`src/hw/ex_pkg.sv`:
```
// execute stage shared widths, vector types and operation encodings
package ex_pkg;

    localparam int WORD_W = 32;
    localparam int REG_ADDR_W = 5;
    localparam int WSTRB_W = WORD_W / 8;

    typedef logic [WORD_W-1:0]     word_t;
    typedef logic [REG_ADDR_W-1:0] reg_addr_t;
    typedef logic [WSTRB_W-1:0]    wstrb_t;

    typedef enum logic [3:0] {
        ALU_ADD   = 4'd0,
        ALU_SUB   = 4'd1,
        ALU_SLT   = 4'd2,
        ALU_SLTU  = 4'd3,
        ALU_AND   = 4'd4,
        ALU_OR    = 4'd5,
        ALU_NOR   = 4'd6,
        ALU_XOR   = 4'd7,
        ALU_SLL   = 4'd8,
        ALU_SRL   = 4'd9,
        ALU_SRA   = 4'd10,
        ALU_MUL   = 4'd11,
        ALU_MULH  = 4'd12,
        ALU_MULHU = 4'd13
    } alu_op_e;

    typedef enum logic [3:0] {
        BR_NONE, BR_BEQ, BR_BNE, BR_BLT, BR_BGE, BR_BLTU, BR_BGEU, BR_B, BR_JIRL
    } br_type_e;

    // access size, same codes as the data bus size field
    typedef enum logic [1:0] {
        MEM_BYTE = 2'd0,
        MEM_HALF = 2'd1,
        MEM_WORD = 2'd2
    } mem_size_e;

    typedef enum logic {
        WB_PASS = 1'b0,
        WB_ALU  = 1'b1
    } wb_sel_e;

endpackage
```
`src/hw/ex_branch.sv`:
```
// branch condition check and jump target for the execute stage
`timescale 1ns/1ps
module ex_branch
    import ex_pkg::*;
(
    input  br_type_e br_type_i,
    input  word_t    pc_i,
    input  word_t    rj_data_i,
    input  word_t    rk_data_i,
    input  word_t    jmp_offs_i,
    input  logic     ctl_valid_i,
    output logic     branch_flush_o,
    output word_t    jmp_addr_o
);

    logic  eq;
    logic  lt_s;
    logic  lt_u;
    logic  taken;
    word_t base;
    word_t target;

    assign eq   = (rj_data_i == rk_data_i);
    assign lt_s = $signed(rj_data_i) < $signed(rk_data_i);
    assign lt_u = rj_data_i < rk_data_i;

    always_comb begin
        case (br_type_i)
            BR_BEQ:  taken = eq;
            BR_BNE:  taken = ~eq;
            BR_BLT:  taken = lt_s;
            BR_BGE:  taken = ~lt_s;
            BR_BLTU: taken = lt_u;
            BR_BGEU: taken = ~lt_u;
            BR_B,
            BR_JIRL: taken = 1'b1;
            default: taken = 1'b0;
        endcase
    end

    // jirl jumps relative to rj, all others relative to pc
    assign base   = (br_type_i == BR_JIRL) ? rj_data_i : pc_i;
    assign target = base + jmp_offs_i;

    assign branch_flush_o = taken & ctl_valid_i;
    assign jmp_addr_o = branch_flush_o ? target : '0;

endmodule

```
`config.mk`:
```
export PLATFORM = sky130hd
export DESIGN_NAME = ex_branch
export DESIGN_NICKNAME = d
export VERILOG_FILES = /design/src/hw/ex_pkg.sv /design/src/hw/ex_branch.sv
export SDC_FILE = /design/constraint.sdc
export NUM_CORES = 1
export LEC_CHECK = 0
export BUFFER_PORTS_ARGS = -buffer_cell sky130_fd_sc_hd__buf_2
export CORE_UTILIZATION = 29
export DETAILED_ROUTE_END_ITERATION = 16
export GPL_TIMING_DRIVEN = 0
export SLEW_MARGIN = 20
export SYNTH_ARGS = -nofsm -noshare
export SYNTH_HDL_FRONTEND = slang
export SYNTH_SLANG_ARGS = --single-unit
```
`constraint.sdc`:
```
create_clock -name vclk -period 15.9
set_input_delay 3.975 -clock vclk [all_inputs]
set_output_delay 3.975 -clock vclk [all_outputs]
set_load 0.01 [all_outputs]
```
==> run summary <==
worst path cell trace = buf_2, or2_1, nor2_1, and2_1, clkbuf_1, clkbuf_1, mux2_2, ha_1, inv_1, fa_1, nand2b_1, a221o_1, a211oi_2, o311ai_2, a21oi_2, o211ai_1, and4_1, nor4_2, buf_2
area leader, netlist = ha_1
main combinational cell family by area after synthesis = simple AND/OR/NAND/NOR gates
pre-CTS WS = 3.16 ns
part of the power in registers = 0%
Syn Area/Cell = 7.60 sq um
post-CTS setup buffers = 0
post-synthesis sequential area ratio = 0%
routed length per instance = 15.2 um
aggregate global-route resource usage = 17.9%
num rows = 39
Fmax = 0.0785 GHz
delay-heaviest family, CP = compound AO/OA/AOI/OAI gates
Cells after Synth = 449
Yosys warning total = 0
post-synthesis mux area share = 10.9%
total gr overflow = 0
DR vias/cell = 5.19
initial DRC count = 145
Placed Instances = 758
Via Count = 3,933
Worst Path Required = 11.93 ns
peak supply drop = 12.7 uV
outcome = finished, final reports clean
first-pass GRT wire length = 18,300 um
P_int = 69.5 uW
DRC = 0
crit-path max cell delay = 0.62 ns
FF+latch count = 0
Syn Nets = 646
top post-synthesis cells by area = ha_1 (23%), mux2_2 (11%), nor3_2 (6.2%)
Slew Viols, Final = 0
Storage cell area = 0 sq um
final hold viol count = 0
worst setup margin = 3.16 ns
XOR/XNOR Fraction of Synth Area = 5.39%
IO Pins = 166
# diodes = 0
hold_buf cts = 0
post-synthesis simple-gate area fraction = 26.9%
relative slew slack = 42.9%
CTS resizes = 0
# port buffers = 166
Crit-path slowest cell = clkbuf_1
die width = 110 um
Nets = 814
combinational share of power = 100.0%
Clock Power Share = 0%
Net Switching = 88.8 uW
routability-driven placement congestion ratio = 0.871
pin count of the biggest net entering global routing = 11
switching share of power = 56.1%
setup tns final = 0 ns
layout cells sized above 1 = 39.5%
unrepaired setup endpoints after global routing = no
Worst Setup End Kind = output pin
Setup Viol. Count Final = 0
Worst-Margin Slew = 0.857 ns
pwr dens = 35.8 nW/um^2
antenna violations before repair = 0
Die H = 110 um
Unique masters post-synth = 62
Initial Utilization = 29.9%
Final min period = 12.74 ns
max_cap viols = 0
DR pass1 iterations = 5
post-synth top area share = 23.1%
vias in the first global route = 3,817
Leakage = 0.00221 uW
Max FO, Critical Path = 10
Layout area overhead = 29.6%
top-count cell post-synth = ha_1
CP bufs+invs = 5
critical path class = primary input to output pin
ANT nets after route = 0
hpwl dp = 9990 um
Synth Area in Compound Gates = 25.8%
Critical Path AT = 8.77 ns
CLK BUF = 0
most frequent cells after synthesis = ha_1 (63), inv_1 (48), a21oi_1 (36)
die footprint = 12,200 sq um
Startpoint Class = primary input
post-route clock period utilization = 80.1%
Layout Cells excl Fill = 758
Hold Crit Class = primary input to output pin
core area = 11,400 sq um
Mapped Area = 3410 sq um
Adder-Cell Fraction of Synth Area = 23.7%
Routed WL = 11,500 um
Min Hold Slack = 8.48 ns
==> cell type report <==
class	count	area, sq um
Timing Repair Buffer	166	831
Multi-Input combinational cell	388	3160
Buffer	13	71.3
Inverter	48	180
Fill cell	1262	7000
Tap cell	143	179
==> per-stage QoR <==
step | power, uW | area, sq um | utilization [%]
after floorplan | 108 | 3410 | -
after global placement | 155 | 4420 | 38.7
after detailed placement | 157 | 4420 | 38.7
after CTS | 159 | 4420 | 38.7
after global routing | 175 | 4420 | 38.7
final | 158 | 4420 | 38.7
==> cells in the final DEF (no fill, tap or decap), types with 5 or more instances in the layout <==
cell,n
xnor2_1,10
clkbuf_1,9
ha_1,63
mux2_2,32
nor3_2,21
nor2b_1,5
a21oi_1,36
nand2_1,23
nand3_1,13
nor2_1,23
nand4_1,11
nand2b_1,6
buf_2,166
and2_1,5
nor3_1,6
inv_1,48
o21bai_1,5
o21ai_0,23
a211oi_2,5
a21o_1,14
o21a_1,6
o211ai_1,6
xor2_1,11
==> power groups by stage <==
| stage | logic, uW | clock network (uW) | registers [uW] |
|---|---|---|---|
| finish | 158 | 0 | 0 |
| global route | 175 | 0 | 0 |
| CTS | 159 | 0 | 0 |
| detailed placement | 157 | 0 | 0 |
| global placement | 155 | 0 | 0 |
| floorplan | 108 | 0 | 0 |
==> layer usage <==
| metal | wire length [um] | global-route usage (%) | vias up |
|---|---|---|---|
| met4 | 109 | 1.60 | 0 |
| met5 | 0 | 0 | - |
| li1 | - | - | 2004 |
| met1 | 5240 | 23.5 | 1813 |
| met2 | 5690 | 33.0 | 108 |
| met3 | 449 | 0.988 | 8 |
==> cells by family (layout without fill, tap and decap cells) <==
group / count (synthesis) / count (layout)
buffers and inverters: 61 / 227
muxes: 33 / 33
adders and majority gates: 64 / 64
and+or+nand+nor: 143 / 143
AOI/OAI and AO/OA: 127 / 127
xor gates and xnor gates: 21 / 21
==> final timing paths <==
kind,slack [ns],start,cells after the start,end
max,3.16,br_type_i[1],19,jmp_addr_o[24]
min,8.48,ctl_valid_i,4,jmp_addr_o[29]
Note: power is estimated with default switching activity, not from simulation.
