===== config.mk =====
export PLATFORM = sky130hd
export DESIGN_NAME = ex_alu
export DESIGN_NICKNAME = d
export VERILOG_FILES = /design/src/hw/ex_pkg.sv /design/src/hw/ex_alu.sv
export SDC_FILE = /design/constraint.sdc
export NUM_CORES = 2
export LEC_CHECK = 0
export ABC_AREA = 1
export BUFFER_PORTS_ARGS = -buffer_cell sky130_fd_sc_hd__buf_2
export CELL_PAD_IN_SITES_DETAIL_PLACEMENT = 1
export CELL_PAD_IN_SITES_GLOBAL_PLACEMENT = 1
export CORE_ASPECT_RATIO = 0.75
export CORE_UTILIZATION = 53
export DETAILED_ROUTE_END_ITERATION = 8
export GPL_TIMING_DRIVEN = 0
export PLACE_DENSITY = 0.95
export SYNTH_ARGS = -nofsm -noshare
export SYNTH_HDL_FRONTEND = slang
export SYNTH_SLANG_ARGS = --single-unit

===== constraint.sdc =====
create_clock -name vclk -period 26.5
set_input_delay 2.65 -clock vclk [all_inputs]
set_output_delay 2.65 -clock vclk [all_outputs]
set_load 0.1 [all_outputs]

===== src/hw/ex_pkg.sv =====
// execute stage shared widths, vector types and operation encodings
package ex_pkg;

    localparam int WORD_W = 32;
    localparam int REG_ADDR_W = 5;
    localparam int WSTRB_W = WORD_W / 8;

    typedef logic [WORD_W-1:0]     word_t;
    typedef logic [REG_ADDR_W-1:0] reg_addr_t;
    typedef logic [WSTRB_W-1:0]    wstrb_t;

    typedef enum logic [3:0] {
        ALU_ADD   = 4'd0,
        ALU_SUB   = 4'd1,
        ALU_SLT   = 4'd2,
        ALU_SLTU  = 4'd3,
        ALU_AND   = 4'd4,
        ALU_OR    = 4'd5,
        ALU_NOR   = 4'd6,
        ALU_XOR   = 4'd7,
        ALU_SLL   = 4'd8,
        ALU_SRL   = 4'd9,
        ALU_SRA   = 4'd10,
        ALU_MUL   = 4'd11,
        ALU_MULH  = 4'd12,
        ALU_MULHU = 4'd13
    } alu_op_e;

    typedef enum logic [3:0] {
        BR_NONE, BR_BEQ, BR_BNE, BR_BLT, BR_BGE, BR_BLTU, BR_BGEU, BR_B, BR_JIRL
    } br_type_e;

    // access size, same codes as the data bus size field
    typedef enum logic [1:0] {
        MEM_BYTE = 2'd0,
        MEM_HALF = 2'd1,
        MEM_WORD = 2'd2
    } mem_size_e;

    typedef enum logic {
        WB_PASS = 1'b0,
        WB_ALU  = 1'b1
    } wb_sel_e;

endpackage

===== src/hw/ex_alu.sv =====
// integer ALU with multiplier and write-back value select
`timescale 1ns/1ps
module ex_alu
    import ex_pkg::*;
(
    input  alu_op_e alu_op_i,
    input  word_t   oper1_i,
    input  word_t   oper2_i,
    input  word_t   pass_data_i,
    input  wb_sel_e wb_sel_i,
    output word_t   alu_result_o,
    output word_t   regs_wdata_o
);

    logic [4:0]         shamt;
    logic               mul_signed;
    logic signed [32:0] mul_a;
    logic signed [32:0] mul_b;
    logic signed [65:0] mul_p;
    word_t              sum;
    word_t              diff;
    logic               lt_signed;
    logic               lt_unsigned;

    assign shamt = oper2_i[4:0];

    // one 33x33 signed multiplier covers both mulh and mulhu
    assign mul_signed = (alu_op_i == ALU_MULH);
    assign mul_a = $signed({mul_signed & oper1_i[WORD_W-1], oper1_i});
    assign mul_b = $signed({mul_signed & oper2_i[WORD_W-1], oper2_i});
    assign mul_p = mul_a * mul_b;

    assign sum  = oper1_i + oper2_i;
    assign diff = oper1_i - oper2_i;

    assign lt_signed   = $signed(oper1_i) < $signed(oper2_i);
    assign lt_unsigned = oper1_i < oper2_i;

    always_comb begin
        case (alu_op_i)
            ALU_ADD:   alu_result_o = sum;
            ALU_SUB:   alu_result_o = diff;
            ALU_SLT:   alu_result_o = {{(WORD_W-1){1'b0}}, lt_signed};
            ALU_SLTU:  alu_result_o = {{(WORD_W-1){1'b0}}, lt_unsigned};
            ALU_AND:   alu_result_o = oper1_i & oper2_i;
            ALU_OR:    alu_result_o = oper1_i | oper2_i;
            ALU_NOR:   alu_result_o = ~(oper1_i | oper2_i);
            ALU_XOR:   alu_result_o = oper1_i ^ oper2_i;
            ALU_SLL:   alu_result_o = oper1_i << shamt;
            ALU_SRL:   alu_result_o = oper1_i >> shamt;
            ALU_SRA:   alu_result_o = word_t'($signed(oper1_i) >>> shamt);
            ALU_MUL:   alu_result_o = mul_p[WORD_W-1:0];
            // upper half of the 64-bit product
            ALU_MULH,
            ALU_MULHU: alu_result_o = mul_p[2*WORD_W-1:WORD_W];
            default:   alu_result_o = '0;
        endcase
    end

    // link address and similar values bypass the ALU
    assign regs_wdata_o = (wb_sel_i == WB_ALU) ? alu_result_o : pass_data_i;

endmodule


==> results of run 1 <==
==> metrics by stage <==
stage / cells / cell area (sq um) / setup WS (ns) / hold WS, ns
after global placement: 8548 / 52400 / 9.80 / 5.77
after floorplan: 7146 / 50000 / 12.55 / 5.88
after detailed placement: 8548 / 52400 / 9.38 / 5.77
after CTS: 8548 / 52400 / 9.30 / 5.77
==> synthesized netlist by cell type, drive strengths merged <==
master and instances:
a21boi 10, nor4 4, nand4 52, a21o 9, ha 309, inv 1824
nand2 2013, o21a 6, a21oi 225, fa 1127, a31oi 4, nand2b 1
o211ai 24, a22oi 1, o21ai 219, o2111ai 4, nand3b 13, and3 1
o22ai 14, o221ai 3, clkbuf 239, nor3 47, or2 8, a211oi 4
clkinv 2, nor2 406, a221oi 4, xnor2 7, nor3b 2, o21bai 23
nand3 442, and2 1, buf 91, xor2 7
==> cells by family after synthesis <==
group,synth area share [%]
compound gates,6.11
xor+xnor,0.245
fa+ha+maj,52.9
buf+inv,16.5
simple gates,24.3
==> metal layers <==
metal  track usage [%]  overflow
met1              78.3         5
met2              88.3        36
met3              60.5         4
met4              63.9        34
met5              35.4         0
==> results.txt, run 1 <==
----------------------------------------------------
[Yosys]
  Biggest area contributors in the synthesized netlist ... fa_1 45%, nand2_1 15%, inv_1 14%, ha_1 7.7%, nand3_1 4.4%
  Top cell type by total area after synthesis ... fa_1
  Top-area cell type share of the netlist area ... a little under half
  Synthesized netlist net count ... just under 9000
  Sequential-to-total area share from yosys stat ... 0%
  Number of distinct library cells after synthesis ... 53
  Mapped Area ... approximately 50000 sq um
  Cell count after synthesis ... approximately 7000
  Avg Synthesized Cell Area ... 7.00 sq um
  Total number of yosys warnings ... 0

[Floorplan]
  Initial core utilization ... between 50 and 60%
  Total I/O pin count ... ~170
  Die span in x ... about 360 um
  Number of rows created at floorplan ... between 90 and 100
  Die boundary height ... roughly 270 um

[Global routing]
  Total global routing track utilization ... around three quarters
  First-pass GRT wire length ... between 400000 and 500000 um
  Number of global-route vias before repair ... 65300
  Global route overflow ... a little under 80
  Largest net degree at the start of global routing ... 27

[Status]
  First error line in the log ... [ERROR GRT-0116] Global routing finished with congestion. Check the congestion regions in the DRC Viewer.
  Outcome ... aborted with a tool error
  Last stage reached ... global routing (5_1_grt)

[Placement]
  GPL Wtd Cong ... between 1 and 1.5
  Detail Placement HPWL ... roughly 270000 um
  Count of buffers from port buffering ... about 170

[Clock tree]
  Post-CTS Repair Setup Buffers ... 0
  Resized Gates After CTS ... 0
  Count of hold-fix buffers inserted at cts ... 0

----------------------------------------------------
==> run 2, diff against run 1 <==
Settings changed: CELL_PAD_IN_SITES_DETAIL_PLACEMENT 1 to unset, CELL_PAD_IN_SITES_GLOBAL_PLACEMENT 1 to unset, CORE_ASPECT_RATIO 0.75 to unset, CORE_UTILIZATION 53 to 40, PLACE_DENSITY 0.95 to unset, PLACE_DENSITY_LB_ADDON set to 0.15.
==> results.txt, run 2 <==
----------------------------------------------------
[Status]
  Outcome ... complete, but fails checks
  Failing checks ... design-rule violations, max-capacitance violations, max-slew violations

[Worst setup path]
  Worst path required time ... about 24 ns
  Cell repeated most along the worst path ... fa_1
  Largest stage delay, worst path ... about 1.1 ns
  Kind of end point of the critical path ... output port
  Crit path launch type ... input pin
  Buffers plus inverters on the worst setup path ... 10
  Classification of the worst setup path ... in -> out
  Arrival time of the worst setup path ... ~14 ns
  Largest driver fanout on the critical path ... 10
  Cell family with the largest share of critical-path delay ... adder cells
  Max stage delay cell, worst path ... fa_1

[Yosys]
  Xor and xnor fraction of the mapped netlist area ... less than 1%
  Ranking of synthesized cells by instance count ... 2001 x nand2_1, 1810 x inv_1, 1127 x fa_1
  Sequential-to-total area share from yosys stat ... 0%
  Compound-cell area share of the yosys netlist ... under 10%
  Most frequent cell after synthesis ... nand2_1
  Top-area cell type share of the netlist area ... 45.1%
  Adder-cell area share of the yosys netlist ... approximately 53%
  Main combinational cell family by area after synthesis ... adder cells
  Proportion of synthesized area in mux cells ... 0%
  Avg Synthesized Cell Area ... ~7 sq um
  Cell count after synthesis ... about 7100
  Total number of yosys warnings ... 0
  Mapped Area ... 50000 sq um
  Top cell type by total area after synthesis ... fa_1
  Basic-gate share of the synthesized area counting and, or, nand and nor cells ... between 20 and 25%
  Synthesized netlist net count ... a little under 9000
  Number of distinct library cells after synthesis ... between 50 and 60
  Biggest area contributors in the synthesized netlist ... fa_1 45%, nand2_1 15%, inv_1 14%, ha_1 7.7%, nand3_1 4.4%

[Floorplan]
  Total I/O pin count ... 165
  Die boundary height ... roughly 360 um
  Initial core utilization ... 40.4%
  Floorplan die area ... between 100000 and 150000 sq um
  Number of rows created at floorplan ... 129
  Die span in x ... around 360 um
  Placeable core area ... between 100000 and 150000 sq um

[STA]
  Setup repair after global routing missed its margin ... false
  Worst Max-Slew Pin Slew ... about 1.6 ns
  Final setup viols ... 0
  Time the final worst path needs with I/O delays and setup ... 17.04 ns
  Portion of the clock cycle consumed by the worst path in the final layout ... approximately 64%
  Post-route setup TNS ... 0 ns
  Top achievable clock speed ... just under 60 MHz
  Worst relative slew slack ... -9.23%
  Max-slew violation total from the final report ... 80
  Final number of hold-violating endpoints ... 0

[Drt]
  Drc violations ... 15
  Total via count in the routed design ... between 50000 and 60000
  Drt initial violations ... roughly 6700
  Average routed wire per standard cell ... between 30 and 40 um
  Avg Vias per Cell ... approximately 5.6
  Post-detailed-route count of antenna-violating nets ... 0
  Final Routed Wirelength ... around 280000 um
  Number of detailed-routing iterations run before antenna repair ... 9

[Clock tree]
  Post-CTS Repair Setup Buffers ... 0
  Resized Gates After CTS ... 0
  Count of hold-fix buffers inserted at cts ... 0

[Cells and area]
  Net count of the finished layout ... 8850
  Sequential cell count of the final layout ... 0
  Relative area change from synthesis to final layout ... 5.82%
  CLK BUF ... 0
  Total area of multi-input combinational cells ... 41800 sq um
  Flip-flop and latch area ... 0 sq um
  Number of fillers in the final layout ... ~14000
  Layout cell share with drive strength beyond 1 ... approximately 4%
  Most frequent standard cell in the layout excluding fill and tap cells ... nand2_1
  Commonest cells after routing, fill and taps aside ... 2001 x nand2_1, 1810 x inv_1, 1126 x fa_1

[Flow run]
  Max-capacitance violation count ... 7

[Global routing]
  Global route overflow ... 0
  First-pass GRT wire length ... approximately 380000 um
  Most utilized layer in the global route result ... met2
  Met3 layer usage reported by global route ... under 10%
  Number of antenna violations at the first check in global routing ... 24
  Total global routing track utilization ... ~44%
  Number of global-route vias before repair ... between 40000 and 50000
  Met1 Use GR ... roughly 60%
  Grt met2 use ... between 60 and 70%
  Largest net degree at the start of global routing ... 27

[Placement]
  Detail Placement HPWL ... around 240000 um
  GPL Wtd Cong ... ~1.1
  Count of buffers from port buffering ... between 150 and 200

[Worst hold path]
  Class of the most critical hold timing path ... in -> out

----------------------------------------------------
==> run 2: final cells by class <==
cell class | instances | share of cell area, %
inverters | 1826 | 13.0
repair buffers | 165 | 1.56
plain buffers | 330 | 2.60
multi-input cells | 4990 | 78.9
well taps | 1637 | 3.87
diodes | 12 | 0.0568
==> run 2: layer usage <==
layer | wire (um) | share of wire (%) | vias up
met5 | 56 | 0.020 | -
li1 | - | - | 21200
met3 | 30200 | 11 | 588
met4 | 22500 | 8.1 | 8
met1 | 109000 | 39 | 25400
met2 | 116000 | 42 | 2974
==> run 2: cells by family after synthesis <==
family | Yosys count
and+or+nand+nor | 2990
buffers and inverters | 2156
adders and majority gates | 1436
AOI/OAI and AO/OA | 550
xor gates and xnor gates | 14
==> run 2: worst paths after layout <==
check                           start          endpoint  slack [ns]  cells past startpoint
worst max-delay path      oper1_i[31]  regs_wdata_o[22]        9.46                     32
worst min-delay path  pass_data_i[26]  regs_wdata_o[26]        5.77                      4
==> run 2: tightest hold or removal path: cells and delay by family <==
family                 cells  cell delay (ns)
buffers and inverters      2             0.37
and+or+nand+nor            2             0.09
==> run 2: per-stage QoR <==
stage	util (%)	setup WS (ns)	hold slack [ns]	instances	cell area, sq um
detailed placement	42.7	9.72	5.77	8948	52900
global placement	42.7	9.65	5.77	8948	52900
global route	42.7	9.29	5.78	8950	52900
floorplan	-	12.55	5.88	7146	50000
CTS	42.7	9.67	5.77	8948	52900
finish	42.7	9.46	5.77	8960	52900
Power of run 2 is left out: the tool's default activity adds up to more than one toggle a clock period on the data nets, which glitch-free logic cannot reach.
