`config.mk`:
```
export PLATFORM = sky130hd
export DESIGN_NAME = ex_lsu
export DESIGN_NICKNAME = d
export VERILOG_FILES = /design/src/hw/ex_pkg.sv /design/src/hw/ex_lsu.sv
export SDC_FILE = /design/constraint.sdc
export NUM_CORES = 1
export LEC_CHECK = 0
export BUFFER_PORTS_ARGS = -buffer_cell sky130_fd_sc_hd__buf_4
export CAP_MARGIN = 10
export CORE_ASPECT_RATIO = 0.7
export CORE_MARGIN = 10
export CORE_UTILIZATION = 30
export DETAILED_ROUTE_END_ITERATION = 10
export PLACE_DENSITY = 0.91
export SLEW_MARGIN = 20
export SYNTH_ARGS = -nofsm -noshare
export SYNTH_HDL_FRONTEND = slang
export SYNTH_SLANG_ARGS = --single-unit
```
`constraint.sdc`:
```
create_clock -name vclk -period 2.7
set_input_delay 0.135 -clock vclk [all_inputs]
set_output_delay 0.135 -clock vclk [all_outputs]
set_load 0.01 [all_outputs]
```
`src/hw/ex_pkg.sv`:
```
// execute stage shared widths, vector types and operation encodings
package ex_pkg;

    localparam int WORD_W = 32;
    localparam int REG_ADDR_W = 5;
    localparam int WSTRB_W = WORD_W / 8;

    typedef logic [WORD_W-1:0]     word_t;
    typedef logic [REG_ADDR_W-1:0] reg_addr_t;
    typedef logic [WSTRB_W-1:0]    wstrb_t;

    typedef enum logic [3:0] {
        ALU_ADD   = 4'd0,
        ALU_SUB   = 4'd1,
        ALU_SLT   = 4'd2,
        ALU_SLTU  = 4'd3,
        ALU_AND   = 4'd4,
        ALU_OR    = 4'd5,
        ALU_NOR   = 4'd6,
        ALU_XOR   = 4'd7,
        ALU_SLL   = 4'd8,
        ALU_SRL   = 4'd9,
        ALU_SRA   = 4'd10,
        ALU_MUL   = 4'd11,
        ALU_MULH  = 4'd12,
        ALU_MULHU = 4'd13
    } alu_op_e;

    typedef enum logic [3:0] {
        BR_NONE, BR_BEQ, BR_BNE, BR_BLT, BR_BGE, BR_BLTU, BR_BGEU, BR_B, BR_JIRL
    } br_type_e;

    // access size, same codes as the data bus size field
    typedef enum logic [1:0] {
        MEM_BYTE = 2'd0,
        MEM_HALF = 2'd1,
        MEM_WORD = 2'd2
    } mem_size_e;

    typedef enum logic {
        WB_PASS = 1'b0,
        WB_ALU  = 1'b1
    } wb_sel_e;

endpackage
```
`src/hw/ex_lsu.sv`:
```
// load/store address check, store formatting and request gating
`timescale 1ns/1ps
module ex_lsu
    import ex_pkg::*;
(
    input  logic      valid_i,
    input  logic      excep_flush_i,
    input  logic      excep_i,
    input  logic      next_allowin_i,
    input  logic      mem_req_i,
    input  logic      mem_we_i,
    input  mem_size_e mem_size_i,
    input  word_t     addr_i,
    input  word_t     store_data_i,
    input  logic      mem_addr_ok_i,
    output logic      mem_req_o,
    output logic      mem_we_o,
    output word_t     mem_addr_o,
    output wstrb_t    mem_wstrb_o,
    output word_t     mem_wdata_o,
    output logic      ale_o,
    output logic      ready_go_o
);

    logic   misalign;
    logic   blocked;
    wstrb_t strb;

    always_comb begin
        case (mem_size_i)
            MEM_BYTE: misalign = 1'b0;
            MEM_HALF: misalign = addr_i[0];
            default:  misalign = |addr_i[1:0];
        endcase
    end

    assign ale_o = valid_i & ~excep_flush_i & mem_req_i & misalign;

    // byte lanes and replicated data per access size
    always_comb begin
        case (mem_size_i)
            MEM_BYTE: begin
                strb        = wstrb_t'(4'b0001 << addr_i[1:0]);
                mem_wdata_o = {4{store_data_i[7:0]}};
            end
            MEM_HALF: begin
                strb        = addr_i[1] ? 4'b1100 : 4'b0011;
                mem_wdata_o = {2{store_data_i[15:0]}};
            end
            default: begin
                strb        = 4'b1111;
                mem_wdata_o = store_data_i;
            end
        endcase
    end

    // never put a faulting address on the bus
    assign blocked = excep_i | misalign;
    assign mem_req_o = valid_i & mem_req_i & next_allowin_i & ~excep_flush_i & ~blocked;
    assign mem_we_o = mem_req_o & mem_we_i;
    assign mem_wstrb_o = mem_we_o ? strb : '0;
    assign mem_addr_o = mem_req_i ? addr_i : '0;

    // a memory op waits for addr_ok unless it is already excepting
    assign ready_go_o = ~mem_req_i | blocked | (mem_req_o & mem_addr_ok_i);

endmodule

```
==> summary.txt, run 1 <==
Status
  • Status: completed

Floorplan
  • Site row count: 15
  • Die Span X: 81.2 um
  • Starting Density: 0.317
  • CORE AREA: 2480 um^2
  • Full die area: 5100 um^2
  • Die Ht: 62.8 um
  • Num ports: 145

STA
  • Worst-Margin Slew: 0.439 ns
  • Final period utilization: 0.526
  • Final setup fails: 0
  • Fin. Hold Viols: 0
  • Peak Freq: 705 MHz
  • RSZ-0062 raised after global routing: false
  • Tmin final: 1.42 ns
  • Final Max Tran Viols: 0
  • Slew margin rel.: 0.707
  • Fin Setup TNS: 0 ns

Synth
  • Cell variety after synth: 21
  • Cells after Synth: 110
  • Register area share after synthesis: 0
  • Share of the synthesized area in the top cell type: 0.231
  • Most frequent cell after synthesis: and2_1
  • Synth area leaders: and2_1, mux2_2, mux2i_1, buf_4, o21ai_0
  • Avg Cell Area, Syn: 7.14 um^2
  • Netlist Area Pre-Place: 786 um^2
  • Yosys warns: 0
  • Area leader, netlist: and2_1
  • Mapped Nets: 183
  • Synth top cells by count: and2_1, mux2_2, buf_4, nand2_1

Setup path
  • Crit path max-delay family: simple AND/OR/NAND/NOR gates
  • Crit path from: mem_size_i[1]
  • Crit path max fanout: 30
  • Slowest-stage cell, CP: nor2_2
  • Critical path's most frequent cell: buf_4
  • Crit end category: output port
  • Crit-path max cell delay: 0.40 ns
  • Worst path cell trace: buf_4 > nor2_2 > mux2_2 > buf_4
  • CP Depth: 4
  • Bufs and invs on worst path: 2
  • Arr. time, crit path: 1.28 ns
  • Worst setup endpoint: mem_wdata_o[13]
  • Critical path class: input port to output port
  • Startpoint Class: input port
  • Crit path required time: 2.57 ns

Hold path
  • Hold Path Origin: store_data_i[0]
  • Hold Crit Class: input port to output port

Cells and area
  • Nets: 315
  • Seq. cell area: 0 um^2
  • Post-layout util: 0.736
  • Fillers: 236
  • Diode count: 0
  • FF+latch count: 0
  • Area Growth Syn to Fin: 132%
  • CLK BUF: 0
  • Share of post-route cells with drive strength above 1: 0.700
  • Multi-input gate area in the final layout: 689 um^2
  • Final cell count without fillers: 274

Power
  • P per Cell Area: 167 nW/um^2
  • P_leak: 0.990 nW
  • Max IR drop VDD: 0.0823 mV

Clock tree
  • CTS resizes: 0
  • # Post-CTS Setup Buffers: 0
  • Hold buffers post-CTS: 0

Placed design
  • Cells after DPL: 274
  • Port bufs: 145
  • Hpwl dp: 4.12 mm
  • Placer Congestion: 0.805

Run
  • Max cap viols: 0

Global route
  • Tot GR Track Use: 0.160
  • Grt total ovfl: 0
  • Initial antenna violation count: 0
  • Largest net degree at the start of global routing: 36
  • First-pass GRT wire length: 6.69 mm
  • Number of global-route vias before repair: 1,213

Detailed routing
  • Drt wl/cell: 16.6 um
  • Via-to-Cell Ratio: 4.34
  • DR pass1 iterations: 4
  • Routed WL: 4.54 mm
  • DRC viols: 0
  • Starting DRC count in detailed routing: 37
  • Final ANT Viol Nets: 0
  • Via count: 1,190
[cells in the final DEF (no fill, tap or decap), drive strengths merged]
cell type  instances
inv                1
nand2b             2
o21ai              8
nand4b             3
buf              145
o21a               3
a21oi              2
nor2               5
nor3               1
and2              33
mux2i              8
nor2b              2
nor4               2
mux2              16
nand2              9
[stage by stage]
step	hold slack (ns)	power [mW]	worst slack [ns]	area, um^2
after floorplan	0.324	0.123	1.57	786
after global placement	0.475	0.305	1.32	1820
after detailed placement	0.477	0.309	1.28	1820
after CTS	0.477	0.310	1.27	1820
after global routing	0.485	0.329	1.20	1820
final	0.474	0.305	1.28	1820
[cell type report]
cell class	count	area share
inverters	1	0.00206
multi-input cells	94	0.378
repair buffers	145	0.597
well taps	34	0.0233
[where the power goes]
group	leakage (nW)	switching [mW]	internal, mW
Combinational	0.990	0.122	0.183
Sequential	0	0	0
Clock	0	0	0
[logic make-up (layout without fill, tap and decap cells)]
logic type / count (synthesis) / in the layout / synth area share
compound gates: 13 / 13 / 0.0924
buf+inv: 16 / 146 / 0.123
simple gates: 57 / 57 / 0.454
mux: 24 / 24 / 0.331
[worst min path at each step]
stage | to | slack (ns) | cells past startpoint
CTS | mem_wdata_o[0] | 0.48 | 2
detailed placement | mem_wdata_o[0] | 0.48 | 2
floorplan | mem_req_o | 0.32 | 1
global route | mem_wdata_o[1] | 0.49 | 2
global placement | mem_wdata_o[1] | 0.48 | 2
finish | mem_wdata_o[0] | 0.47 | 2
[metal layers]
metal | wire, um | vias up | global-route usage | part of all wire
li1 | - | 627 | - | -
met1 | 1410 | 517 | 0.150 | 0.31
met2 | 2740 | 44 | 0.335 | 0.60
met3 | 357 | 2 | 0.0460 | 0.079
met4 | 27 | 0 | 0.00862 | 0.0060
met5 | 0 | - | 0 | 0
(Power assumes the default switching activity.)
==> run 2: changes to the inputs <==
Settings changed: ABC_AREA set to 1, CORE_UTILIZATION 30 to 27, PLACE_DENSITY 0.91 to 0.83.
Clock period 2.7 ns to 1.5 ns, I/O delays scaled along.
==> summary.txt, run 2 <==
Placed design
  • Hpwl dp: 4.22 mm
  • Port bufs: 145
  • Placer Congestion: 0.811

Floorplan
  • Full die area: 5480 um^2
  • Die Span X: 84.3 um
  • Starting Density: 0.281
  • Num ports: 145
  • CORE AREA: 2780 um^2
  • Site row count: 16
  • Die Ht: 65.0 um

Clock tree
  • Hold buffers post-CTS: 0
  • # Post-CTS Setup Buffers: 0
  • CTS resizes: 0

Global route
  • Largest net degree at the start of global routing: 23
  • Number of global-route vias before repair: 1,336
  • Grt total ovfl: 0
  • Tot GR Track Use: 0.155
  • Initial antenna violation count: 0
  • First-pass GRT wire length: 7.27 mm

Hold path
  • Hold Path Origin: store_data_i[5]
  • Hold Crit Class: input port to output port

STA
  • Fin. Hold Viols: 0
  • Peak Freq: 830 MHz
  • Worst-Margin Slew: 0.306 ns
  • Tmin final: 1.20 ns
  • Final Max Tran Viols: 0
  • Slew margin rel.: 0.795
  • Final setup fails: 0
  • RSZ-0062 raised after global routing: false
  • Fin Setup TNS: 0 ns
  • Final period utilization: 0.803
  • Worst hold slack: 0.351 ns

Synth
  • Yosys warns: 0
  • Avg Cell Area, Syn: 4.47 um^2
  • Mapped Nets: 248
  • Netlist Area Pre-Place: 782 um^2
  • Synth top cells by count: nand2_1, inv_2, inv_1
  • Most frequent cell after synthesis: nand2_1
  • Share of the synthesized area in the top cell type: 0.374
  • Cell variety after synth: 17
  • Area leader, netlist: nand2_1
  • Register area share after synthesis: 0
  • Synth area leaders: nand2_1, inv_2, buf_4, o211ai_1, inv_1
  • Cells after Synth: 175

Setup path
  • Crit path from: mem_size_i[1]
  • Arr. time, crit path: 1.13 ns
  • Critical path class: input port to output port
  • Worst path cell trace: buf_4 > inv_2 > nand2_2 > inv_2 > nand2_1 > o211ai_1 > buf_4
  • Slowest-stage cell, CP: inv_2
  • Crit-path max cell delay: 0.22 ns
  • Bufs and invs on worst path: 4
  • Crit end category: output port
  • Crit path max fanout: 22
  • CP Depth: 7
  • Crit path required time: 1.42 ns
  • Worst setup endpoint: mem_wdata_o[27]
  • Startpoint Class: input port
  • Crit path max-delay family: buffers and inverters

Detailed routing
  • Routed WL: 4.71 mm
  • DRC viols: 0
  • DR pass1 iterations: 5
  • Final ANT Viol Nets: 0
  • Via-to-Cell Ratio: 4.02
  • Via count: 1,375
  • Starting DRC count in detailed routing: 52
  • Drt wl/cell: 13.8 um

Status
  • Status: completed

Cells and area
  • Nets: 381
  • Seq. cell area: 0 um^2
  • Share of post-route cells with drive strength above 1: 0.608
  • CLK BUF: 0
  • FF+latch count: 0
  • Area Growth Syn to Fin: 133%
  • Commonest non-fill, non-tap cells in the layout: buf_4, nand2_1, inv_2
  • Commonest non-fill, non-tap cell in the layout: buf_4
  • Diode count: 0

Power
  • Max IR drop VDD: 0.200 mV
  • P per Cell Area: 309 nW/um^2
  • P_leak: 1.24 nW

Run
  • Max cap viols: 0
[run 2: metrics by stage]
stage           util  area (um^2)  power, mW  setup slack (ns)  instances
6_report       0.655         1820      0.562             0.296        342
5_1_grt        0.655         1820      0.615             0.161        342
4_1_cts        0.655         1820      0.571             0.296        342
3_5_place_dp   0.655         1820      0.569             0.306        342
3_3_place_gp   0.655         1820      0.564             0.352        342
2_1_floorplan      -          782      0.230             0.701        175
[run 2: how the worst min path moves through the flow]
stage	endpoint	slack (ns)	cells after the start
3_3_place_gp	mem_wdata_o[5]	0.36	2
2_1_floorplan	ale_o	0.20	1
3_5_place_dp	mem_wdata_o[5]	0.35	2
5_1_grt	mem_wdata_o[5]	0.36	2
4_1_cts	mem_wdata_o[5]	0.35	2
6_report	mem_wdata_o[5]	0.35	2
[run 2: layout make-up]
cell class	count	area [um^2]
Inverter	48	180
Tap cell	36	45.0
Multi-Input combinational cell	112	500
Fill cell	282	961
Timing Repair Buffer	146	1100
[run 2: cell families (layout without fill, tap and decap cells)]
family / Yosys count / after routing / share of synthesized area
simple gates: 92 / 92 / 0.486
buf+inv: 63 / 194 / 0.360
compound gates: 20 / 20 / 0.154
[run 2: report_power, final]
part	switching (mW)	internal [mW]
clock network	0	0
logic	0.256	0.306
registers	0	0
[run 2: routing by layer]
layer / global-route usage / share of wire / vias up / wire length, um
met3: 0.0362 / 0.080 / 0 / 375
met1: 0.186 / 0.40 / 557 / 1870
met2: 0.291 / 0.52 / 57 / 2470
li1: - / - / 761 / -
met4: 0 / 0 / 0 / 0
met5: 0 / 0 / - / 0
