## config.mk

```make
export PLATFORM = sky130hd
export DESIGN_NAME = ex_stage_reg
export DESIGN_NICKNAME = d
export VERILOG_FILES = /design/src/hw/ex_pkg.sv /design/src/hw/ex_stage_reg.sv
export SDC_FILE = /design/constraint.sdc
export NUM_CORES = 1
export LEC_CHECK = 0
export BUFFER_PORTS_ARGS = -buffer_cell sky130_fd_sc_hd__buf_4
export CORE_AREA = 2 2 194 196
export CTS_CLUSTER_SIZE = 14
export DETAILED_ROUTE_END_ITERATION = 6
export DIE_AREA = 0 0 196 198
export SLEW_MARGIN = 25
export SYNTH_ARGS = -nofsm -noshare
export SYNTH_HDL_FRONTEND = slang
export SYNTH_SLANG_ARGS = --single-unit
```

## constraint.sdc

```tcl
create_clock -name clk -period 4.1 [get_ports clk]
set_clock_uncertainty 0.15 [all_clocks]
set_input_delay 0.82 -clock clk [delete_from_list [all_inputs] [get_ports clk]]
set_output_delay 0.82 -clock clk [all_outputs]
set_load 0.005 [all_outputs]
```

## src/hw/ex_pkg.sv

```systemverilog
// execute stage shared widths, vector types and operation encodings
package ex_pkg;

    localparam int WORD_W = 32;
    localparam int REG_ADDR_W = 5;
    localparam int WSTRB_W = WORD_W / 8;

    typedef logic [WORD_W-1:0]     word_t;
    typedef logic [REG_ADDR_W-1:0] reg_addr_t;
    typedef logic [WSTRB_W-1:0]    wstrb_t;

    typedef enum logic [3:0] {
        ALU_ADD   = 4'd0,
        ALU_SUB   = 4'd1,
        ALU_SLT   = 4'd2,
        ALU_SLTU  = 4'd3,
        ALU_AND   = 4'd4,
        ALU_OR    = 4'd5,
        ALU_NOR   = 4'd6,
        ALU_XOR   = 4'd7,
        ALU_SLL   = 4'd8,
        ALU_SRL   = 4'd9,
        ALU_SRA   = 4'd10,
        ALU_MUL   = 4'd11,
        ALU_MULH  = 4'd12,
        ALU_MULHU = 4'd13
    } alu_op_e;

    typedef enum logic [3:0] {
        BR_NONE, BR_BEQ, BR_BNE, BR_BLT, BR_BGE, BR_BLTU, BR_BGEU, BR_B, BR_JIRL
    } br_type_e;

    // access size, same codes as the data bus size field
    typedef enum logic [1:0] {
        MEM_BYTE = 2'd0,
        MEM_HALF = 2'd1,
        MEM_WORD = 2'd2
    } mem_size_e;

    typedef enum logic {
        WB_PASS = 1'b0,
        WB_ALU  = 1'b1
    } wb_sel_e;

endpackage
```

## src/hw/ex_stage_reg.sv

```systemverilog
// execute stage latch with the valid/allowin handshake and flush
`timescale 1ns/1ps
module ex_stage_reg
    import ex_pkg::*;
(
    input  logic      clk,
    input  logic      rst_i,
    input  logic      in_valid_i,
    input  word_t     pc_i,
    input  alu_op_e   alu_op_i,
    input  word_t     oper1_i,
    input  word_t     oper2_i,
    input  word_t     pass_data_i,
    input  word_t     rj_data_i,
    input  word_t     rk_data_i,
    input  word_t     jmp_offs_i,
    input  wb_sel_e   wb_sel_i,
    input  br_type_e  br_type_i,
    input  logic      mem_req_i,
    input  logic      mem_we_i,
    input  mem_size_e mem_size_i,
    input  logic      regs_we_i,
    input  reg_addr_t regs_waddr_i,
    input  logic      excep_i,
    input  logic      excep_flush_i,
    input  logic      next_allowin_i,
    input  logic      ready_go_i,
    input  logic      ale_i,
    output logic      allowin_o,
    output logic      out_valid_o,
    output logic      ctl_valid_o,
    output word_t     pc_o,
    output alu_op_e   alu_op_o,
    output word_t     oper1_o,
    output word_t     oper2_o,
    output word_t     pass_data_o,
    output word_t     rj_data_o,
    output word_t     rk_data_o,
    output word_t     jmp_offs_o,
    output wb_sel_e   wb_sel_o,
    output br_type_e  br_type_o,
    output logic      mem_req_o,
    output logic      mem_we_o,
    output mem_size_e mem_size_o,
    output reg_addr_t regs_waddr_o,
    output logic      excep_o,
    output logic      regs_we_o
);

    logic valid_q;
    logic regs_we_q;
    logic excep_q;
    logic load;

    // no intake while write-back flushes, upstream is being killed too
    assign allowin_o = ~excep_flush_i & (~valid_q | (ready_go_i & next_allowin_i));
    assign out_valid_o = valid_q & ready_go_i & ~excep_flush_i;
    assign load = in_valid_i & allowin_o;

    always_ff @(posedge clk) begin
        if (rst_i) begin
            valid_q   <= 1'b0;
            br_type_o <= BR_NONE;
            mem_req_o <= 1'b0;
            mem_we_o  <= 1'b0;
            regs_we_q <= 1'b0;
            excep_q   <= 1'b0;
        end else if (excep_flush_i) begin
            valid_q <= 1'b0;
        end else if (allowin_o) begin
            valid_q <= in_valid_i;
            if (in_valid_i) begin
                br_type_o <= br_type_i;
                mem_req_o <= mem_req_i;
                mem_we_o  <= mem_we_i;
                regs_we_q <= regs_we_i;
                excep_q   <= excep_i;
            end
        end
    end

    // operand and address payload
    always_ff @(posedge clk) begin
        if (load) begin
            pc_o         <= pc_i;
            alu_op_o     <= alu_op_i;
            oper1_o      <= oper1_i;
            oper2_o      <= oper2_i;
            pass_data_o  <= pass_data_i;
            rj_data_o    <= rj_data_i;
            rk_data_o    <= rk_data_i;
            jmp_offs_o   <= jmp_offs_i;
            wb_sel_o     <= wb_sel_i;
            mem_size_o   <= mem_size_i;
            regs_waddr_o <= regs_waddr_i;
        end
    end

    // an excepting instruction may not change architectural state
    assign ctl_valid_o = valid_q & ~excep_flush_i & ~excep_q & ~ale_i;
    assign regs_we_o = regs_we_q & ctl_valid_o;
    assign excep_o = valid_q & ~excep_flush_i & (excep_q | ale_i);

endmodule

```

==> results of run 1 <==
-- through the flow --
step / total power [W] / util / hold WS (ns) / setup slack (ns) / instances
2_1_floorplan: 0.003023 / - / 0.2942 / 1.282 / 283
3_3_place_gp: 0.003397 / 0.3224 / 0.3074 / 1.551 / 1256
3_5_place_dp: 0.003406 / 0.3224 / 0.3148 / 1.548 / 1256
4_1_cts: 0.005684 / 0.3448 / 0.2678 / 1.591 / 1306
5_1_grt: 0.005805 / 0.3448 / 0.2733 / 1.550 / 1306
6_report: 0.005599 / 0.3448 / 0.3005 / 1.598 / 1306
-- layout make-up --
cell class / instances / share of cell area
clock buffer: 37 / 0.05931
clock inverter: 13 / 0.005695
inverter: 1 / 0.0002946
multi-input combinational: 35 / 0.02072
sequential: 245 / 0.5703
tap: 474 / 0.04654
timing repair buffer: 501 / 0.2971
-- power by group through the flow --
stage	Combinational (W)	Sequential (W)	Clock, W
2_1_floorplan	0.0000508	0.00297	0
3_3_place_gp	0.000434	0.00296	0
3_5_place_dp	0.000440	0.00297	0
4_1_cts	0.000440	0.00291	0.00233
5_1_grt	0.000464	0.00292	0.00242
6_report	0.000431	0.00291	0.00226
-- cell usage in the layout, fill, tap and decap left out --
cell type   count
buf_4         499
edfxtp_1      236
clkbuf_16      29
nand2b_1       17
dfxtp_1         9
mux2i_1         8
clkbuf_1        8
nor2_1          5
clkinv_2        5
clkinv_1        4
clkinvlp_4      2
buf_12          2
a21boi_4        1
nor3b_4         1
nor3_2          1
and2_1          1
inv_1           1
nor3_1          1
inv_6           1
clkinv_4        1
-- kinds of logic (layout without fill, tap and decap cells) --
logic type      count (synthesis)  after routing  synth area share
flops                         245            245            0.9633
simple gates                   26             26           0.02106
mux                             8              8           0.01062
buf+inv                         3            552          0.002487
compound gates                  1              1          0.002488
-- worst max path at each step --
stage | from | to | slack [ns] | depth (start not counted)
global placement | ready_go_i | oper2_o[5] | 1.55 | 4
global route | excep_flush_i | regs_we_o | 1.55 | 5
finish | excep_flush_i | regs_we_o | 1.60 | 5
detailed placement | next_allowin_i | regs_waddr_o[3] | 1.55 | 4
CTS | excep_flush_i | regs_we_o | 1.59 | 5
floorplan | next_allowin_i | alu_op_o[0] | 1.28 | 3
-- state kept, by name, summed over array words and instances, names as in the netlist --
register,cells
oper1_o,32
excep_q,1
oper2_o,32
mem_req_o,1
jmp_offs_o,32
alu_op_o,4
br_type_o,4
valid_q,1
regs_waddr_o,5
mem_size_o,2
pass_data_o,32
rk_data_o,32
wb_sel_o,1
regs_we_q,1
pc_o,32
mem_we_o,1
rj_data_o,32
-- per-layer routing --
layer  vias up  track usage
li1       2182            -
met4         2      0.03928
met1      2236       0.1158
met3        35      0.04957
met2       323       0.1939
met5         -            0
-- worst max-delay path, cell delays in order --
cell and delay, ns:
buf_4 0.13, nand2b_1 0.18, nor3_2 0.15, and2_1 0.15, buf_4 0.10
==> impl_metrics.sql, run 1 <==
INSERT INTO impl_metrics (metric_group, metric, value, unit) VALUES
('run_status', 'outcome', 'complete, no violations', ''),
('cts', 'cts.sinks', '245', ''),
('sta', 'finalSetupViolations', '0', ''),
('drt', 'drt_iter0_drc', '148', ''),
('worst_setup_path', 'rr_startpoint', 'valid_q', ''),
('drt', 'detail_route.wl_per_cell', '17.50', 'um'),
('power_and_ir_drop', 'combinationalPowerShare', '0.077', ''),
('drt', 'total_length_of_routed_wires', '22860', 'um'),
('floorplanning', 'fp-row-count', '71', ''),
('drt', 'met3RoutedLength', '2770', 'um'),
('floorplanning', 'die_extent_in_y', '198', 'um'),
('sta', 'drv_slew', '0', ''),
('global_routing', 'globalRouteOverflowTotal', '0', ''),
('finish', 'drive_gt1_frac', '0.6514', ''),
('power_and_ir_drop', 'power.density_cell_area', '439.4', 'nW/um^2'),
('cts', 'cts-buffers-inserted', '28', ''),
('cts', 'cts_setup_buffers', '0', ''),
('floorplanning', 'placeable_core_region', '36960', 'sq um'),
('power_and_ir_drop', 'power.clock.fraction', '0.403', ''),
('logic_synthesis', 'yosys.area.top_type', 'edfxtp_1', ''),
('logic_synthesis', 'synth.net_count', '534', ''),
('cts', 'max-clock-path-buffers', '3', ''),
('cts', 'insertion_delay', '0.54', 'ns'),
('place', 'weighted_congestion_at_the_end_of_routability_driven_global_placement', '0.7649', ''),
('worst_setup_path', 'crit_arrival', '1.53', 'ns'),
('power_and_ir_drop', 'reported_leakage_power', '5.195', 'nW'),
('cts', 'h_tree_level_count', '1', ''),
('power_and_ir_drop', 'switching_share', '0.2067', ''),
('finish', 'finalNetCount', '1063', ''),
('floorplanning', 'die_width', '196', 'um'),
('logic_synthesis', 'ys_async_sr_fraction', '0', ''),
('logic_synthesis', 'post_synthesis_sequential_area_ratio', '0.9633', ''),
('flow_run', 'max-cap-violations', '0', ''),
('cts', 'cts-hold-fix-buffers', '0', ''),
('floorplanning', 'io_pins', '498', ''),
('worst_setup_path', 'worst-endpoint-required', '3.13', 'ns'),
('place', 'placement.cell_area', '11910', 'sq um'),
('worst_setup_path', 'setup.worst_path.start_class', 'primary input', ''),
('cts', 'clock_tree_from_tritoncts', 'built', ''),
('global_routing', 'via_count_of_the_first_global_routing_pass', '4966', ''),
('drt', 'detailroute.wirelength.met2', '11500', 'um'),
('power_and_ir_drop', 'cell_internal_pwr', '0.004442', 'W'),
('logic_synthesis', 'dominant_cell_by_count_in_the_synthesized_netlist', 'edfxtp_1', ''),
('sta', 'final-hold-violation-count', '0', ''),
('cts', 'cts_repair_resize_count', '0', ''),
('drt', 'drcViolationCount', '0', ''),
('worst_setup_path', 'timing_worst_setup_path_type', 'primary input to primary output', ''),
('cts', 'ctsRootBufferMaster', 'clkbuf_16', ''),
('logic_synthesis', 'synthesis.instances', '283', ''),
('place', 'placement.io_buffers', '497', ''),
('finish', 'register_area', '7267', 'sq um'),
('sta', 'unrepaired_setup_endpoints_after_global_routing', 'no', ''),
('power_and_ir_drop', 'vdd_ir_drop_max', '0.2935', 'mV'),
('sta', 'min_period_over_period', '0.6103', ''),
('logic_synthesis', 'synth_top_area_share', '0.9395', ''),
('logic_synthesis', 'warning_count_from_the_yosys_run', '0', ''),
('place', 'detailedPlacementHpwl', '17920', 'um'),
('sta', 'worst_slew_margin_rel', '0.5496', ''),
('finish', 'multi_input_comb_area', '264.0', 'sq um'),
('logic_synthesis', 'syn_avg_cell_area', '26.66', 'sq um'),
('global_routing', 'antenna_found_initial', '2', ''),
('floorplanning', 'effective_utilization_at_floorplan', '0.2041', ''),
('worst_setup_path', 'critical_path_peak_fanout', '4', ''),
('logic_synthesis', 'post_synth_main_area_contributors', 'edfxtp_1, dfxtp_1, nand2b_1, mux2i_1, a21boi_4', ''),
('logic_synthesis', 'synth_edf_count', '236', ''),
('logic_synthesis', 'synth.cell_area', '7543', 'sq um'),
('logic_synthesis', 'netlist_top_cells_count', 'edfxtp_1, nand2b_1, dfxtp_1', ''),
('logic_synthesis', 'synth_top_flop_cell', 'edfxtp_1', ''),
('sta', 'max_clock_freq', '399.7', 'MHz'),
('worst_setup_path', 'regToRegEndpoint', 'pass_data_o[15]', ''),
('power_and_ir_drop', 'net-switching-power', '0.001157', 'W');
Power figures use the tool's default switching activity.
==> run 2, diff against run 1 <==
--- a/config.mk
+++ b/config.mk
@@ -6,10 +6,10 @@
 export NUM_CORES = 1
 export LEC_CHECK = 0
 export BUFFER_PORTS_ARGS = -buffer_cell sky130_fd_sc_hd__buf_4
-export CORE_AREA = 2 2 194 196
+export CORE_AREA = 2 2 195 197
 export CTS_CLUSTER_SIZE = 14
 export DETAILED_ROUTE_END_ITERATION = 6
-export DIE_AREA = 0 0 196 198
+export DIE_AREA = 0 0 197 199
 export SLEW_MARGIN = 25
 export SYNTH_ARGS = -nofsm -noshare
 export SYNTH_HDL_FRONTEND = slang
==> constraint.sdc (replaced) <==
create_clock -name clk -period 2.31 [get_ports clk]
set_clock_uncertainty 0.15 [all_clocks]
set_input_delay 0.462 -clock clk [delete_from_list [all_inputs] [get_ports clk]]
set_output_delay 0.462 -clock clk [all_outputs]
set_load 0.005 [all_outputs]
==> run 2 against run 1 <==
  * Design area is 19% higher
  * Flip-flop and latch count stayed put
  * Non-clock buffer count up 254
==> impl_metrics.sql, run 2 (synthesis gave the netlist of run 1 again) <==
INSERT INTO impl_metrics (metric_group, metric, value, unit) VALUES
('run_status', 'outcome', 'complete, no violations', ''),
('cts', 'cts.reportedPaths.clkPinSlew', '0.06', 'ns'),
('floorplanning', 'design.die.area', '39200', 'sq um'),
('finish', 'fin_util', '0.4084', ''),
('worst_setup_path', 'timing_worst_setup_path_type', 'register to primary output', ''),
('drt', 'detail_route.wl_per_cell', '16.45', 'um'),
('floorplanning', 'fp-row-count', '71', ''),
('finish', 'register_area', '7267', 'sq um'),
('sta', 'drv_slew', '0', ''),
('worst_setup_path', 'critical_path_peak_fanout', '3', ''),
('worst_setup_path', 'regToRegEndpoint', 'mem_size_o[0]', ''),
('floorplanning', 'die_extent_in_y', '199', 'um'),
('sta', 'unrepaired_setup_endpoints_after_global_routing', 'no', ''),
('worst_hold_path', 'hold_path_end', 'br_type_o[0]', ''),
('cts', 'clock_tree_from_tritoncts', 'built', ''),
('drt', 'route.vias.total', '5744', ''),
('drt', 'avgViaCountPerCell', '3.701', ''),
('sta', 'max_clock_freq', '481.0', 'MHz'),
('sta', 'worst_slew_margin_rel', '0.8049', ''),
('place', 'placement.io_buffers', '497', ''),
('finish', 'final_common_cell', 'buf_4', ''),
('sta', 'hold_slack', '0.06700', 'ns'),
('power_and_ir_drop', 'power.density_cell_area', '655.9', 'nW/um^2'),
('finish', 'nFillCells', '3263', ''),
('worst_setup_path', 'rr_startpoint', 'valid_q', ''),
('floorplanning', 'effective_utilization_at_floorplan', '0.2031', ''),
('sta', 'period_minus_slack', '2.079', 'ns'),
('drt', 'total_length_of_routed_wires', '25530', 'um'),
('worst_hold_path', 'hold_start', 'br_type_i[0]', ''),
('drt', 'drcViolationCount', '0', ''),
('cts', 'cts.sinks', '245', ''),
('sta', 'finalSetupViolations', '0', ''),
('global_routing', 'antenna_found_initial', '0', ''),
('worst_setup_path', 'setup.worst_path.start_class', 'register', ''),
('finish', 'multi_input_comb_area', '264.0', 'sq um'),
('power_and_ir_drop', 'vdd_ir_drop_max', '0.5282', 'mV'),
('cts', 'ctsRootBufferMaster', 'clkbuf_16', ''),
('worst_setup_path', 'cp-end-kind', 'primary output', ''),
('finish', 'drive_gt1_frac', '0.5139', ''),
('cts', 'insertion_delay', '0.51', 'ns'),
('global_routing', 'grt_start_max_net_pins', '44', ''),
('global_routing', 'via_count_of_the_first_global_routing_pass', '6355', ''),
('cts', 'cts_setup_buffers', '0', ''),
('cts', 'cts-buffers-inserted', '25', ''),
('floorplanning', 'placeable_core_region', '37130', 'sq um'),
('floorplanning', 'io_pins', '498', ''),
('floorplanning', 'die_width', '197', 'um'),
('worst_setup_path', 'crit_arrival', '1.47', 'ns'),
('place', 'detailedPlacementHpwl', '17850', 'um'),
('global_routing', 'grt_first_pass_wirelength', '35770', 'um'),
('global_routing', 'globalRouteOverflowTotal', '0', ''),
('cts', 'h_tree_level_count', '1', ''),
('finish', 'instances_no_fill', '1552', ''),
('worst_hold_path', 'worst_hold_path_type', 'primary input to register', ''),
('drt', 'drt_pass1_iterations', '6', ''),
('drt', 'antenna_left', '0', ''),
('drt', 'drt_iter0_drc', '174', ''),
('worst_setup_path', 'worst-r2r-setup-slack', '0.54', 'ns'),
('flow_run', 'max-cap-violations', '0', ''),
('sta', 'final-hold-violation-count', '0', ''),
('worst_hold_path', 'whs_path_depth', '3', ''),
('place', 'post-place-cells', '1273', ''),
('worst_setup_path', 'timing.reg2reg.worst_path_depth', '4', ''),
('finish', 'finalNetCount', '1314', ''),
('power_and_ir_drop', 'reported_leakage_power', '6.241', 'nW'),
('finish', 'flow.area_growth_from_synthesis', '101.0', '%'),
('global_routing', 'gr-usage-all-layers', '0.1204', ''),
('cts', 'max-clock-path-buffers', '3', ''),
('sta', 'worst-slew-pin-transition', '0.2923', 'ns'),
('sta', 'min_period_over_period', '0.9000', ''),
('finish', 'insertedDiodeCount', '0', ''),
('place', 'weighted_congestion_at_the_end_of_routability_driven_global_placement', '0.7428', ''),
('finish', 'mostFrequentLayoutCells', 'buf_4, dlygate4sd3_1, edfxtp_1', ''),
('worst_setup_path', 'worst-endpoint-required', '1.70', 'ns'),
('sta', 'final.setup.tns', '0', 'ns');
run 2: cell types whose count changed in the layout (fill, tap and decap cells not counted), sizes merged:
| cell | previous run | this run |
|---|---|---|
| clkinv | 10 | 14 |
| inv | 2 | 1 |
| dlygate4sd3 | 0 | 237 |
| clkbuf | 37 | 27 |
| buf | 501 | 518 |
| bufinv | 0 | 1 |
| clkinvlp | 2 | 0 |
run 2: area by class of cell:
class,count,share of cell area
flip-flops and latches,245,0.4792
repair buffers,755,0.4162
clock buffers,27,0.04175
well taps,474,0.03911
multi-input cells,35,0.01741
clock inverters,15,0.006024
inverters,1,0.0002475
run 2: worst max path at each step:
| stage | cells after the start | slack (ns) | to | from |
|---|---|---|---|---|
| 6_report | 4 | 0.23 | regs_we_o | valid_q |
| 5_1_grt | 4 | 0.17 | regs_we_o | valid_q |
| 4_1_cts | 4 | 0.29 | regs_we_o | valid_q |
| 3_5_place_dp | 5 | 0.37 | pass_data_o[26] | next_allowin_i |
| 3_3_place_gp | 5 | 0.39 | mem_size_o[0] | next_allowin_i |
| 2_1_floorplan | 3 | 0.04 | alu_op_o[0] | next_allowin_i |
run 2: routing by layer:
metal | GRT usage | share of wire
met4 | 0.04177 | 0.026
met3 | 0.04595 | 0.099
met5 | 0 | 0
met1 | 0.1282 | 0.37
met2 | 0.2179 | 0.50
run 2: through the flow:
stage | setup slack, ns | power (W) | cell area, sq um
6_report | 0.2310 | 0.009945 | 15160
5_1_grt | 0.1740 | 0.01031 | 15160
4_1_cts | 0.2871 | 0.01007 | 15160
3_5_place_dp | 0.3688 | 0.006072 | 12070
3_3_place_gp | 0.3911 | 0.006061 | 12070
2_1_floorplan | 0.04297 | 0.005365 | 7547
run 2: worst max-delay path: stages (launching register included):
cell and delay [ns]:
dfxtp_1 0.33, nand2b_1 0.12, nor3_2 0.23, and2_1 0.17, buf_4 0.10
run 2: report_power, final:
group          internal (W)  switching (W)  leakage, nW
sequential          0.00510      0.0000652         2.28
clock               0.00206        0.00156        0.363
combinational      0.000773       0.000375         3.60
run 2: what timing repair did:
item / in CTS / in global routing
gates resized for setup: 0 / 0
endpoints found under the hold margin: 237 / 0
hold buffers: 237 / 0
